--- src/hw/rv32Decode_settings.svh ---
// RV32 decode widths
`ifndef RV32DECODE_SETTINGS_SVH
`define RV32DECODE_SETTINGS_SVH

// Instruction word and immediate width
`define XLEN 32

// Register file address width
`define REG_ADDR_W 5

// Exact ALU operation code width
`define ALU_CTRL_W 5

// ALU operation class width
`define ALU_OP_W 3

`endif

--- src/hw/decodePkg.sv ---
// Decode stage types
`default_nettype none

`include "rv32Decode_settings.svh"

package decodePkg;

    // RV32 major opcodes, low two bits always 11
    typedef enum logic [6:0]
    {
        OPC_LUI    = 7'b0110111,
        OPC_AUIPC  = 7'b0010111,
        OPC_JAL    = 7'b1101111,
        OPC_JALR   = 7'b1100111,
        OPC_BRANCH = 7'b1100011,
        OPC_LOAD   = 7'b0000011,
        OPC_STORE  = 7'b0100011,
        OPC_OPIMM  = 7'b0010011,
        OPC_OP     = 7'b0110011
    } opcodeE;

    // ALU class, tells execute how to pick its operands
    typedef enum logic [`ALU_OP_W-1:0]
    {
        AOP_MEMADDR = 3'b000,
        AOP_BRANCH  = 3'b001,
        AOP_ARITH   = 3'b010,
        AOP_JUMP    = 3'b011,
        AOP_UPPER   = 3'b100,
        AOP_PCREL   = 3'b101,
        AOP_JUMPREG = 3'b111
    } aluOpE;

    // Exact ALU operation
    // Code 5 unused
    typedef enum logic [`ALU_CTRL_W-1:0]
    {
        ALU_AND    = 5'd0,
        ALU_OR     = 5'd1,
        ALU_ADD    = 5'd2,
        ALU_XOR    = 5'd3,
        ALU_SUB    = 5'd4,
        ALU_SLL    = 5'd6,
        ALU_SRL    = 5'd7,
        ALU_SRA    = 5'd8,
        ALU_SLT    = 5'd9,
        ALU_SLTU   = 5'd10,
        ALU_MUL    = 5'd11,
        ALU_MULH   = 5'd12,
        ALU_MULHSU = 5'd13,
        ALU_MULHU  = 5'd14,
        ALU_DIV    = 5'd15,
        ALU_DIVU   = 5'd16,
        ALU_REM    = 5'd17,
        ALU_REMU   = 5'd18
    } aluCtrlE;

    // Raw register fields of the held word
    typedef struct packed
    {
        logic [`REG_ADDR_W-1:0] rd;
        logic [`REG_ADDR_W-1:0] rs1;
        logic [`REG_ADDR_W-1:0] rs2;
        logic [2:0]             func3;
    } instrFieldsT;

    // Datapath controls
    typedef struct packed
    {
        logic    memWrite;
        logic    memRead;
        logic    regWrite;
        logic    aluSrc;
        aluOpE   aluOp;
        aluCtrlE aluCtrl;
        logic    branch;
        logic    memToReg;
    } ctrlT;

    // Everything the stage hands to execute
    typedef struct packed
    {
        instrFieldsT      fields;
        logic [`XLEN-1:0] imm;
        ctrlT             ctrl;
    } decodeOutT;

endpackage

`default_nettype wire

--- src/hw/instrLatch.sv ---
// Instruction handshake latch
`default_nettype none

`include "rv32Decode_settings.svh"

module instrLatch
(
    input  logic             clk,
    input  logic             rst,
    input  logic             req,
    input  logic [`XLEN-1:0] instr,
    output logic             ack,
    output logic [`XLEN-1:0] held
);

    // IDLE waits for req, HOLD keeps ack up until req drops
    typedef enum logic
    {
        IDLE = 1'b0,
        HOLD = 1'b1
    } latchStateE;

    latchStateE state;
    logic       capture;

    // Take the word only on the IDLE to HOLD move
    assign capture = (state == IDLE) && req;

    always_ff @(posedge clk or posedge rst)
    begin
        if (rst)
        begin
            state <= IDLE;
        end
        else
        begin
            case (state)
                IDLE:
                begin
                    if (req)
                        state <= HOLD;
                end
                HOLD:
                begin
                    // Four-phase return to zero
                    if (!req)
                        state <= IDLE;
                end
                default:
                    state <= IDLE;
            endcase
        end
    end

    // Zero word decodes as NOP after reset
    always_ff @(posedge clk or posedge rst)
    begin
        if (rst)
            held <= '0;
        else if (capture)
            held <= instr;
    end

    assign ack = (state == HOLD);

    // Ack only answers a request seen on the previous edge
    ackNeedsReq: assert property (@(posedge clk) disable iff (rst)
        $rose(ack) |-> $past(req));

    // Decoded outputs must not move under a raised ack
    heldStable: assert property (@(posedge clk) disable iff (rst)
        (ack && $past(ack)) |-> $stable(held));

endmodule

`default_nettype wire

--- src/hw/immGen.sv ---
// Immediate generator
`default_nettype none

`include "rv32Decode_settings.svh"

module immGen
    import decodePkg::*;
(
    input  logic [`XLEN-1:0] held,
    output logic [`XLEN-1:0] imm
);

    opcodeE opcode;
    logic   sign;

    assign opcode = opcodeE'(held[6:0]);

    // Every format extends from bit 31
    assign sign = held[31];

    always_comb
    begin
        case (opcode)
            // I-type, 12 bits straight from the top
            OPC_LOAD, OPC_OPIMM, OPC_JALR:
                imm = {{(`XLEN-12){sign}}, held[31:20]};
            // S-type, offset split around rs2/rs1
            OPC_STORE:
                imm = {{(`XLEN-12){sign}}, held[31:25], held[11:7]};
            // B-type, halfword aligned
            OPC_BRANCH:
                imm = {{(`XLEN-13){sign}}, held[31], held[7], held[30:25],
                       held[11:8], 1'b0};
            // U-type, upper 20 bits
            OPC_LUI, OPC_AUIPC:
                imm = {held[31:12], 12'b0};
            // J-type, halfword aligned
            OPC_JAL:
                imm = {{(`XLEN-21){sign}}, held[31], held[19:12], held[20],
                       held[30:21], 1'b0};
            // NOP and anything unknown
            default:
                imm = '0;
        endcase
    end

endmodule

`default_nettype wire

--- src/hw/aluCtrlDecode.sv ---
// ALU control decoder
`default_nettype none

`include "rv32Decode_settings.svh"

module aluCtrlDecode
    import decodePkg::*;
(
    input  logic [`XLEN-1:0] held,
    output aluCtrlE          aluCtrl
);

    opcodeE     opcode;
    logic [2:0] func3;
    logic [6:0] func7;
    logic       isMulDiv;
    logic       altBit;

    assign opcode = opcodeE'(held[6:0]);
    assign func3  = held[14:12];
    assign func7  = held[31:25];

    // M extension shares the OP opcode
    assign isMulDiv = (opcode == OPC_OP) && (func7 == 7'b0000001);

    // Bit 30 picks SUB and SRA
    assign altBit = func7[5];

    always_comb
    begin
        aluCtrl = ALU_ADD;
        if (isMulDiv)
        begin
            case (func3)
                3'b000: aluCtrl = ALU_MUL;
                3'b001: aluCtrl = ALU_MULH;
                3'b010: aluCtrl = ALU_MULHSU;
                3'b011: aluCtrl = ALU_MULHU;
                3'b100: aluCtrl = ALU_DIV;
                3'b101: aluCtrl = ALU_DIVU;
                3'b110: aluCtrl = ALU_REM;
                default: aluCtrl = ALU_REMU;
            endcase
        end
        else if ((opcode == OPC_OP) || (opcode == OPC_OPIMM))
        begin
            case (func3)
                // ADDI has no SUB form, its bit 30 is immediate
                3'b000: aluCtrl = (opcode == OPC_OP && altBit) ? ALU_SUB : ALU_ADD;
                3'b001: aluCtrl = ALU_SLL;
                3'b010: aluCtrl = ALU_SLT;
                3'b011: aluCtrl = ALU_SLTU;
                3'b100: aluCtrl = ALU_XOR;
                // Shift right, logical or arithmetic
                3'b101: aluCtrl = altBit ? ALU_SRA : ALU_SRL;
                3'b110: aluCtrl = ALU_OR;
                default: aluCtrl = ALU_AND;
            endcase
        end
    end

endmodule

`default_nettype wire

--- src/hw/ctrlDecode.sv ---
// Opcode control decoder
`default_nettype none

`include "rv32Decode_settings.svh"

module ctrlDecode
    import decodePkg::*;
(
    input  logic [`XLEN-1:0] held,
    input  aluCtrlE          aluCtrl,
    output ctrlT             ctrl
);

    opcodeE opcode;

    assign opcode = opcodeE'(held[6:0]);

    always_comb
    begin
        // NOP unless the opcode says otherwise
        ctrl.memWrite = 1'b0;
        ctrl.memRead  = 1'b0;
        ctrl.regWrite = 1'b0;
        ctrl.aluSrc   = 1'b1;
        ctrl.aluOp    = AOP_ARITH;
        ctrl.aluCtrl  = ALU_ADD;
        ctrl.branch   = 1'b0;
        ctrl.memToReg = 1'b0;
        case (opcode)
            OPC_LUI:
            begin
                ctrl.regWrite = 1'b1;
                ctrl.aluOp    = AOP_UPPER;
            end
            // pc plus upper immediate
            OPC_AUIPC:
            begin
                ctrl.regWrite = 1'b1;
                ctrl.aluOp    = AOP_PCREL;
            end
            // Jumps write the link address
            OPC_JAL:
            begin
                ctrl.regWrite = 1'b1;
                ctrl.branch   = 1'b1;
                ctrl.aluOp    = AOP_JUMP;
            end
            OPC_JALR:
            begin
                ctrl.regWrite = 1'b1;
                ctrl.branch   = 1'b1;
                ctrl.aluOp    = AOP_JUMPREG;
            end
            // Compare via subtraction of two registers
            OPC_BRANCH:
            begin
                ctrl.aluSrc  = 1'b0;
                ctrl.branch  = 1'b1;
                ctrl.aluOp   = AOP_BRANCH;
                ctrl.aluCtrl = ALU_SUB;
            end
            // Address is rs1 plus offset
            OPC_LOAD:
            begin
                ctrl.regWrite = 1'b1;
                ctrl.memRead  = 1'b1;
                ctrl.memToReg = 1'b1;
                ctrl.aluOp    = AOP_MEMADDR;
            end
            OPC_STORE:
            begin
                ctrl.memWrite = 1'b1;
                ctrl.aluOp    = AOP_MEMADDR;
            end
            // func3/func7 decide the operation
            OPC_OPIMM:
            begin
                ctrl.regWrite = 1'b1;
                ctrl.aluCtrl  = aluCtrl;
            end
            OPC_OP:
            begin
                ctrl.regWrite = 1'b1;
                ctrl.aluSrc   = 1'b0;
                ctrl.aluCtrl  = aluCtrl;
            end
            default:
            begin
            end
        endcase
    end

    // Memory port does one access per instruction
    always_comb
    begin
        memExclusive: assert final (!(ctrl.memRead && ctrl.memWrite));
        storeNoWb: assert final (!(ctrl.memWrite && ctrl.regWrite));
    end

endmodule

`default_nettype wire

--- src/hw/decodeStage.sv ---
// RV32IM decode stage top
`default_nettype none

`include "rv32Decode_settings.svh"

module decodeStage
    import decodePkg::*;
(
    input  logic             clk,
    input  logic             rst,
    input  logic             req,
    input  logic [`XLEN-1:0] instr,
    output logic             ack,
    output decodeOutT        decoded
);

    logic [`XLEN-1:0] heldWord;
    logic [`XLEN-1:0] immVal;
    aluCtrlE          aluCtrlVal;
    ctrlT             ctrlVal;

    // Fetch handshake and word register
    instrLatch uLatch
    (
        .clk   (clk),
        .rst   (rst),
        .req   (req),
        .instr (instr),
        .ack   (ack),
        .held  (heldWord)
    );

    immGen uImm
    (
        .held (heldWord),
        .imm  (immVal)
    );

    aluCtrlDecode uAluCtrl
    (
        .held    (heldWord),
        .aluCtrl (aluCtrlVal)
    );

    ctrlDecode uCtrl
    (
        .held    (heldWord),
        .aluCtrl (aluCtrlVal),
        .ctrl    (ctrlVal)
    );

    // Register fields are plain slices
    assign decoded.fields.rd    = heldWord[11:7];
    assign decoded.fields.rs1   = heldWord[19:15];
    assign decoded.fields.rs2   = heldWord[24:20];
    assign decoded.fields.func3 = heldWord[14:12];
    assign decoded.imm          = immVal;
    assign decoded.ctrl         = ctrlVal;

endmodule

`default_nettype wire

--- config.mk ---
export PLATFORM = sky130hd
export DESIGN_NAME = decodeStage
export DESIGN_NICKNAME = d
export VERILOG_FILES = /design/src/hw/decodePkg.sv /design/src/hw/instrLatch.sv /design/src/hw/immGen.sv /design/src/hw/aluCtrlDecode.sv /design/src/hw/ctrlDecode.sv /design/src/hw/decodeStage.sv
export VERILOG_INCLUDE_DIRS = /design/src /design/src/hw
export SDC_FILE = /design/constraint.sdc
export NUM_CORES = 1
export LEC_CHECK = 0
export ABC_AREA = 1
export BUFFER_PORTS_ARGS = -buffer_cell sky130_fd_sc_hd__buf_2
export CORE_MARGIN = 4
export CORE_UTILIZATION = 47
export CTS_CLUSTER_DIAMETER = 200
export DETAILED_ROUTE_END_ITERATION = 10
export GPL_ROUTABILITY_DRIVEN = 0
export MAX_ROUTING_LAYER = met4
export PLACE_DENSITY = 0.8
export SYNTH_ARGS = -nofsm -noshare
export SYNTH_HDL_FRONTEND = slang
export SYNTH_SLANG_ARGS = --single-unit
--- constraint.sdc ---
create_clock -name clk -period 2.5 [get_ports clk]
set_clock_uncertainty 0.2 [all_clocks]
set_input_delay 0.5 -clock clk [delete_from_list [all_inputs] [get_ports clk]]
set_output_delay 0.5 -clock clk [all_outputs]
set_load 0.1 [all_outputs]
==> results of run 1 <==
metrics by stage:
step	std cells	setup TNS [ns]
finish	442	-6.43
global route	442	-9.08
CTS	431	-2.06
detailed placement	407	0
global placement	407	0
floorplan	275	-6.57
worst paths after layout:
path | to | cells after the start | slack, ns
max | decoded[4] | 10 | -0.26
min in group clk | uLatch.ack | 1 | 0.14
max reg2reg | uLatch.held[11] | 5 | 0.69
max in group asynchronous | uLatch.held[3] | 3 | 1.67
min reg2reg | uLatch.held[1] | 1 | 0.35
min | uLatch.held[24] | 3 | 0.08
cells in the final DEF, fill, tap and decap left out, types with 12 or more instances in the layout:
cell     instances
a21oi_1         20
buf_2           53
buf_4           21
buf_12          46
nor2_1          29
nand2_4         17
mux2_2          12
inv_1           22
nand2_1         23
inv_2           14
dfrtp_1         30
o21ai_4         13
state kept, by name, summed over array words and instances (netlist names):
signal	count
uLatch.held	32
uLatch.ack	1
cell families (layout without fill, tap and decap cells):
group	after synthesis	in the layout	synth area share [%]
AND/OR/NAND/NOR	116	117	26.4
buffers and inverters	69	183	16.5
AO/OA/AOI/OAI	45	45	12.9
flip-flops	33	33	38.0
multiplexers	12	12	6.21
area by class of cell:
class | count | area, um^2
clock buffers | 8 | 90.1
inverters | 43 | 181
well taps | 52 | 65.1
multi-input cells | 174 | 1410
fillers | 153 | 342
repair buffers | 132 | 1490
flip-flops and latches | 33 | 830
timing repair:
action / CTS / global route
endpoints found under the setup margin: 36 / 44
gates resized for setup: 50 / 50
buffers inserted: 15 / 11
endpoints found under the hold margin: 0 / 0
pin swaps: 22 / 18
gates cloned: 1 / 1
routing by layer:
metal,global-route usage (%),share of wire [%]
met1,34.7,34
met2,51.6,50
met3,6.74,8.3
met4,18.1,8.0
met5,-,0
worst max-delay path, stage by stage, from the launching register on:
cell	delay, ns
dfrtp_1	0.40
inv_1	0.21
nand3_1	0.23
nor2_4	0.22
nand2_4	0.11
nand3_2	0.08
nand2_1	0.07
nand2_1	0.09
nand2_1	0.08
nand2_2	0.10
buf_12	0.17
power groups by stage:
stage          Clock [mW]  Combinational [mW]  Sequential, mW
4_1_cts             0.423                1.13           0.672
6_report            0.438                1.23           0.698
2_1_floorplan           0               0.823           0.674
3_5_place_dp            0                1.05           0.681
3_3_place_gp            0                1.04           0.674
5_1_grt             0.461                1.26           0.698
==> results.cfg, run 1 <==
[route]
avgViaCountPerCell = 6.11
wl_per_cell_um = 25.5
ant_nets = 0
firstDrtPassIters = 5
wirelength_um = 11300
drc = 0
via_count = 2702
drtIter0Drc = 253

[setup_path]
critPathMaxFanout = 7
crit_path_start_kind = flip-flop
arrival_ns = 2.06
cp.required_ns = 1.80
cp-end-kind = output pin
reg2reg_from = uLatch.ack
setup.worst_path.start = uLatch.held[27]
worstSetupPathType = reg2out

[power_and_ir_drop]
p_sw_mw = 1.21
clkPwrFrac_pct = 18.5
combPwrFrac_pct = 52.0
internal-power_mw = 1.15
power_frac_seq_pct = 29.5
switching_share_pct = 51.2
total_power_mw = 2.37
leakage_nw = 2.00
powerDensity_nw_per_um2 = 581
ir_drop_v = 0.000452

[global_route]
grt_max_degree = 34
grt_pass1_vias = 2549
grt_pass1_wl_um = 13900
grt_use_total_pct = 31.3
grt.overflow.total = 0
antenna_found_initial = 0

[clocking]
cts_buffer_depth = 2
clkTransAtPathRegs_ns = 0.08
htreeDepth = 2
insertion_delay_ns = 0.29
postCtsHoldBufs = 0
numCtsBuffers = 5
root_buffer = clkbuf_8
tritoncts = yes
clock_sinks = 33

[sta]
relSlewSlack_pct = 62.3
setup_ws_ns = -0.261
setup_viol = 41
timing.fmax_ghz = 0.362
rsz0062_at_grt = yes
finalCritPeriodShare_pct = 110
hold_viol_final = 0
worstMarginPinSlew_ns = 0.564
drv_slew = 0
fin_crit_ns = 2.76
hold_ws_ns = 0.0801

[yosys]
syn_area_per_cell_um2 = 7.91
ys.flop_type = dfrtp_1
ys_seq_area_share_pct = 38.0
synth_warnings = 0
syn_inst = 275
synth_nets = 310
synth.most_common_cell = nand2_1
syn_area_um2 = 2170
synth_top_area_share_pct = 38.0
async_flop_share_pct = 100
ys_ff_latch = 33
synth_enable_flop_cells = 0
synth_largest_area_cell = dfrtp_1
synthTopCellsByArea = dfrtp_1 (38%), nand2_1 (8.1%), buf_4 (6.6%)
synthTopCellsByCount = nand2_1 (47), nor2_1 (34), dfrtp_1 (33), inv_1 (31), a21oi_1 (20)
yosysUniqueCellTypes = 28

[final_layout]
finalNetCount = 424
antennaDiodeCount = 0
final_util_pct = 92.3
drive_above_1_share_pct = 62.8
final_area_um2 = 4070
area_growth_syn_to_layout_pct = 87.3

[placement]
portBuffers = 99
dp_hpwl_um = 5270
post-place-ws_ns = 0.0725
placed_area_um2 = 3390

[floorplan]
chipWidth_um = 76.0
fp.coreArea_um2 = 4410
die_h_um = 76.0
pin_count = 100
start_util_pct = 49.3
row_count = 24
die_area_um2 = 5780

[run_status]
status = finished, violations left
failed_checks = setup timing

[flow_run]
maxCapViolations = 0

[min_path]
min_path_type = in2async
Note: power is estimated with default switching activity, not from simulation.
==> inputs of run 2 (changes only) <==
--- a/config.mk
+++ b/config.mk
@@ -6,7 +6,6 @@
 export SDC_FILE = /design/constraint.sdc
 export NUM_CORES = 1
 export LEC_CHECK = 0
-export ABC_AREA = 1
 export BUFFER_PORTS_ARGS = -buffer_cell sky130_fd_sc_hd__buf_2
 export CORE_MARGIN = 4
 export CORE_UTILIZATION = 47
==> run 2 against run 1 <==
  * The flow still finishes with violations (setup timing)
  * Combinational power increased by 13%
  * Setup slack got worse by 0.13 ns
  * Final area increased by 3.2%
  * Power increased by 14%
  * Sequential share of layout area decreased by 0.57 points
  * Register-to-register slack improved by 0.09 ns
  * Area after synthesis increased by 1.5%
  * Global-route usage increased by 0.93 points
  * Fmax decreased by 4.6%
  * Non-clock buffer count increased by 18
  * Flip-flop and latch count unchanged
  * Largest cell class unchanged
  * Highest routed layer unchanged
==> results.cfg, run 2 <==
[floorplan]
pin_count = 100
start_util_pct = 49.7
chipWidth_um = 76.5
die_h_um = 76.5
row_count = 24
die_area_um2 = 5860
fp.coreArea_um2 = 4440

[sta]
finalCritPeriodShare_pct = 116
relSlewSlack_pct = 62.5
worstMarginPinSlew_ns = 0.562
fin_crit_ns = 2.89
setup_viol = 45
timing.fmax_ghz = 0.346
rsz0062_at_grt = yes
tns_ns = -11.81
hold_viol_final = 0
setup_ws_ns = -0.393
hold_ws_ns = 0.0873
drv_slew = 0

[placement]
portBuffers = 99
dp_hpwl_um = 5240

[yosys]
syn_inst = 219
synthTopCellsByArea = dfrtp_1 (37%), mux2_2 (15%), buf_4 (7.1%)
yosysUniqueCellTypes = 52
synth_top_area_share_pct = 37.4
synth_nets = 254
synth_largest_area_cell = dfrtp_1
syn_area_um2 = 2210
synthTopCellsByCount = dfrtp_1 (33), mux2_2 (29), buf_4 (21), nand2_1 (17), a21o_2 (11)
ys_seq_area_share_pct = 37.4
synth_enable_flop_cells = 0
ys.flop_type = dfrtp_1
syn_area_per_cell_um2 = 10.1
synth_warnings = 0
synth.most_common_cell = dfrtp_1
ys_ff_latch = 33
async_flop_share_pct = 100

[setup_path]
path_delay_family = simple AND/OR/NAND/NOR gates
slowest_stage = or4b_4
crit_path_cell_trace = or4b_4 > a31oi_4 > buf_6 > buf_16 > a21o_4 > buf_12
crit_path_start_kind = flip-flop
r2r_cells = 3
critPathMaxFanout = 8
critical_path_cell_count = 6
crit_buf_inv = 3
slowest_delay_ns = 0.60
cp.required_ns = 1.80
cp-end-kind = output pin
arrival_ns = 2.19
worstSetupPathType = reg2out

[route]
wl_per_cell_um = 27.1
firstDrtPassIters = 5
avgViaCountPerCell = 6.42
ant_nets = 0
wirelength_um = 10700
drtIter0Drc = 275
via_count = 2531
drc = 0

[global_route]
grt_use_total_pct = 32.3
grt_pass1_wl_um = 14000
grt.overflow.total = 0
grt_max_degree = 36
antenna_found_initial = 0
grt_pass1_vias = 2510

[final_layout]
largest_register_ffs = 32
top_register = uLatch.held
antennaDiodeCount = 0
finalNetCount = 376
mostFrequentLayoutCell = buf_2
drive_above_1_share_pct = 78.4
final_cell_mix = buf_2 (55), buf_12 (43), buf_4 (36), mux2_2 (29), dfrtp_1 (28)
fillers = 118
area_growth_syn_to_layout_pct = 90.4

[power_and_ir_drop]
ir_drop_v = 0.000570
leakage_nw = 1.93
powerDensity_nw_per_um2 = 641

[clocking]
tritoncts = yes
root_buffer = clkbuf_8
insertion_delay_ns = 0.30
cts_buffer_depth = 2
clkTransAtPathRegs_ns = 0.09
htreeDepth = 2
numCtsBuffers = 5
clock_sinks = 33

[run_status]
failed_checks = setup timing
status = finished, violations left

[flow_run]
maxCapViolations = 0

[min_path]
min_path_type = in2async
## run 2: cell count changes in the layout (fill, tap and decap cells not counted), moves of 16 or more
cell     change
nor2_1      -28
inv_1       -17
mux2_2      +17
a21oi_1     -16
## run 2: through the flow
stage / power (mW) / setup WS [ns] / cell area [um^2] / utilization [%] / cells
after floorplan: 1.61 / -0.644 / 2340 / - / 219
after global placement: 1.84 / 0.0834 / 3500 / 78.7 / 355
after detailed placement: 1.88 / -0.0600 / 3500 / 78.7 / 355
after CTS: 2.52 / -0.280 / 3970 / 89.4 / 382
after global routing: 2.75 / -0.398 / 4200 / 94.5 / 394
final: 2.69 / -0.393 / 4200 / 94.5 / 394
## run 2: final cells by class
type                            instances  area, um^2  share of cell area [%]
Clock buffer                            7        86.3                    2.05
Clock inverter                          1        30.0                   0.715
Inverter                                5        18.8                   0.447
Multi-Input combinational cell        146        1550                    37.0
Sequential cell                        33         832                    19.8
Tap cell                               52        65.1                    1.55
Timing Repair Buffer                  150        1620                    38.5
## run 2: where the power goes
group	total, mW	switching, mW	internal, mW
clock network	0.550	0.225	0.325
logic	1.39	0.927	0.465
registers	0.752	0.141	0.612
total	2.69	1.29	1.40
## run 2: final timing paths
path	end	from	slack [ns]
min reg2reg	uLatch.held[16]	uLatch.held[16]	0.38
max reg2reg	uLatch.held[10]	uLatch.ack	0.78
min	uLatch.held[15]	rst	0.09
min in group clk	uLatch.ack	req	0.12
max in group asynchronous	uLatch.held[1]	rst	1.66
max	decoded[38]	uLatch.held[5]	-0.39
## run 2: repair_timing
item                       in CTS  in global routing
gates cloned                    1                  0
pin swaps                       7                 23
setup endpoints to repair      43                 44
gates resized for setup        50                 30
buffers inserted               19                 13
hold buffers                    0                  0
## run 2: logic make-up (layout without fill, tap and decap cells)
kind of cell / after synthesis / in the layout / share of synthesized area [%]
mux: 30 / 30 / 15.2
buf+inv: 40 / 163 / 11.5
flops: 33 / 33 / 37.4
simple gates: 61 / 61 / 16.6
compound gates: 51 / 51 / 17.6
xor+xnor: 4 / 4 / 1.59
## run 2: worst register-to-register path, cell delays in order, from the launching register on
cell and delay [ns]:
dfrtp_1 0.43, nor2b_4 0.12, buf_4 0.41, mux2_2 0.44
## run 2: layer usage
layer  part of all wire, %  GRT usage [%]  vias to the layer above
met5                     0              -                        -
met2                    51           57.6                      204
li1                      -              -                     1007
met4                   6.5           16.7                        0
met3                   8.0           7.21                       70
met1                    35           33.0                     1250
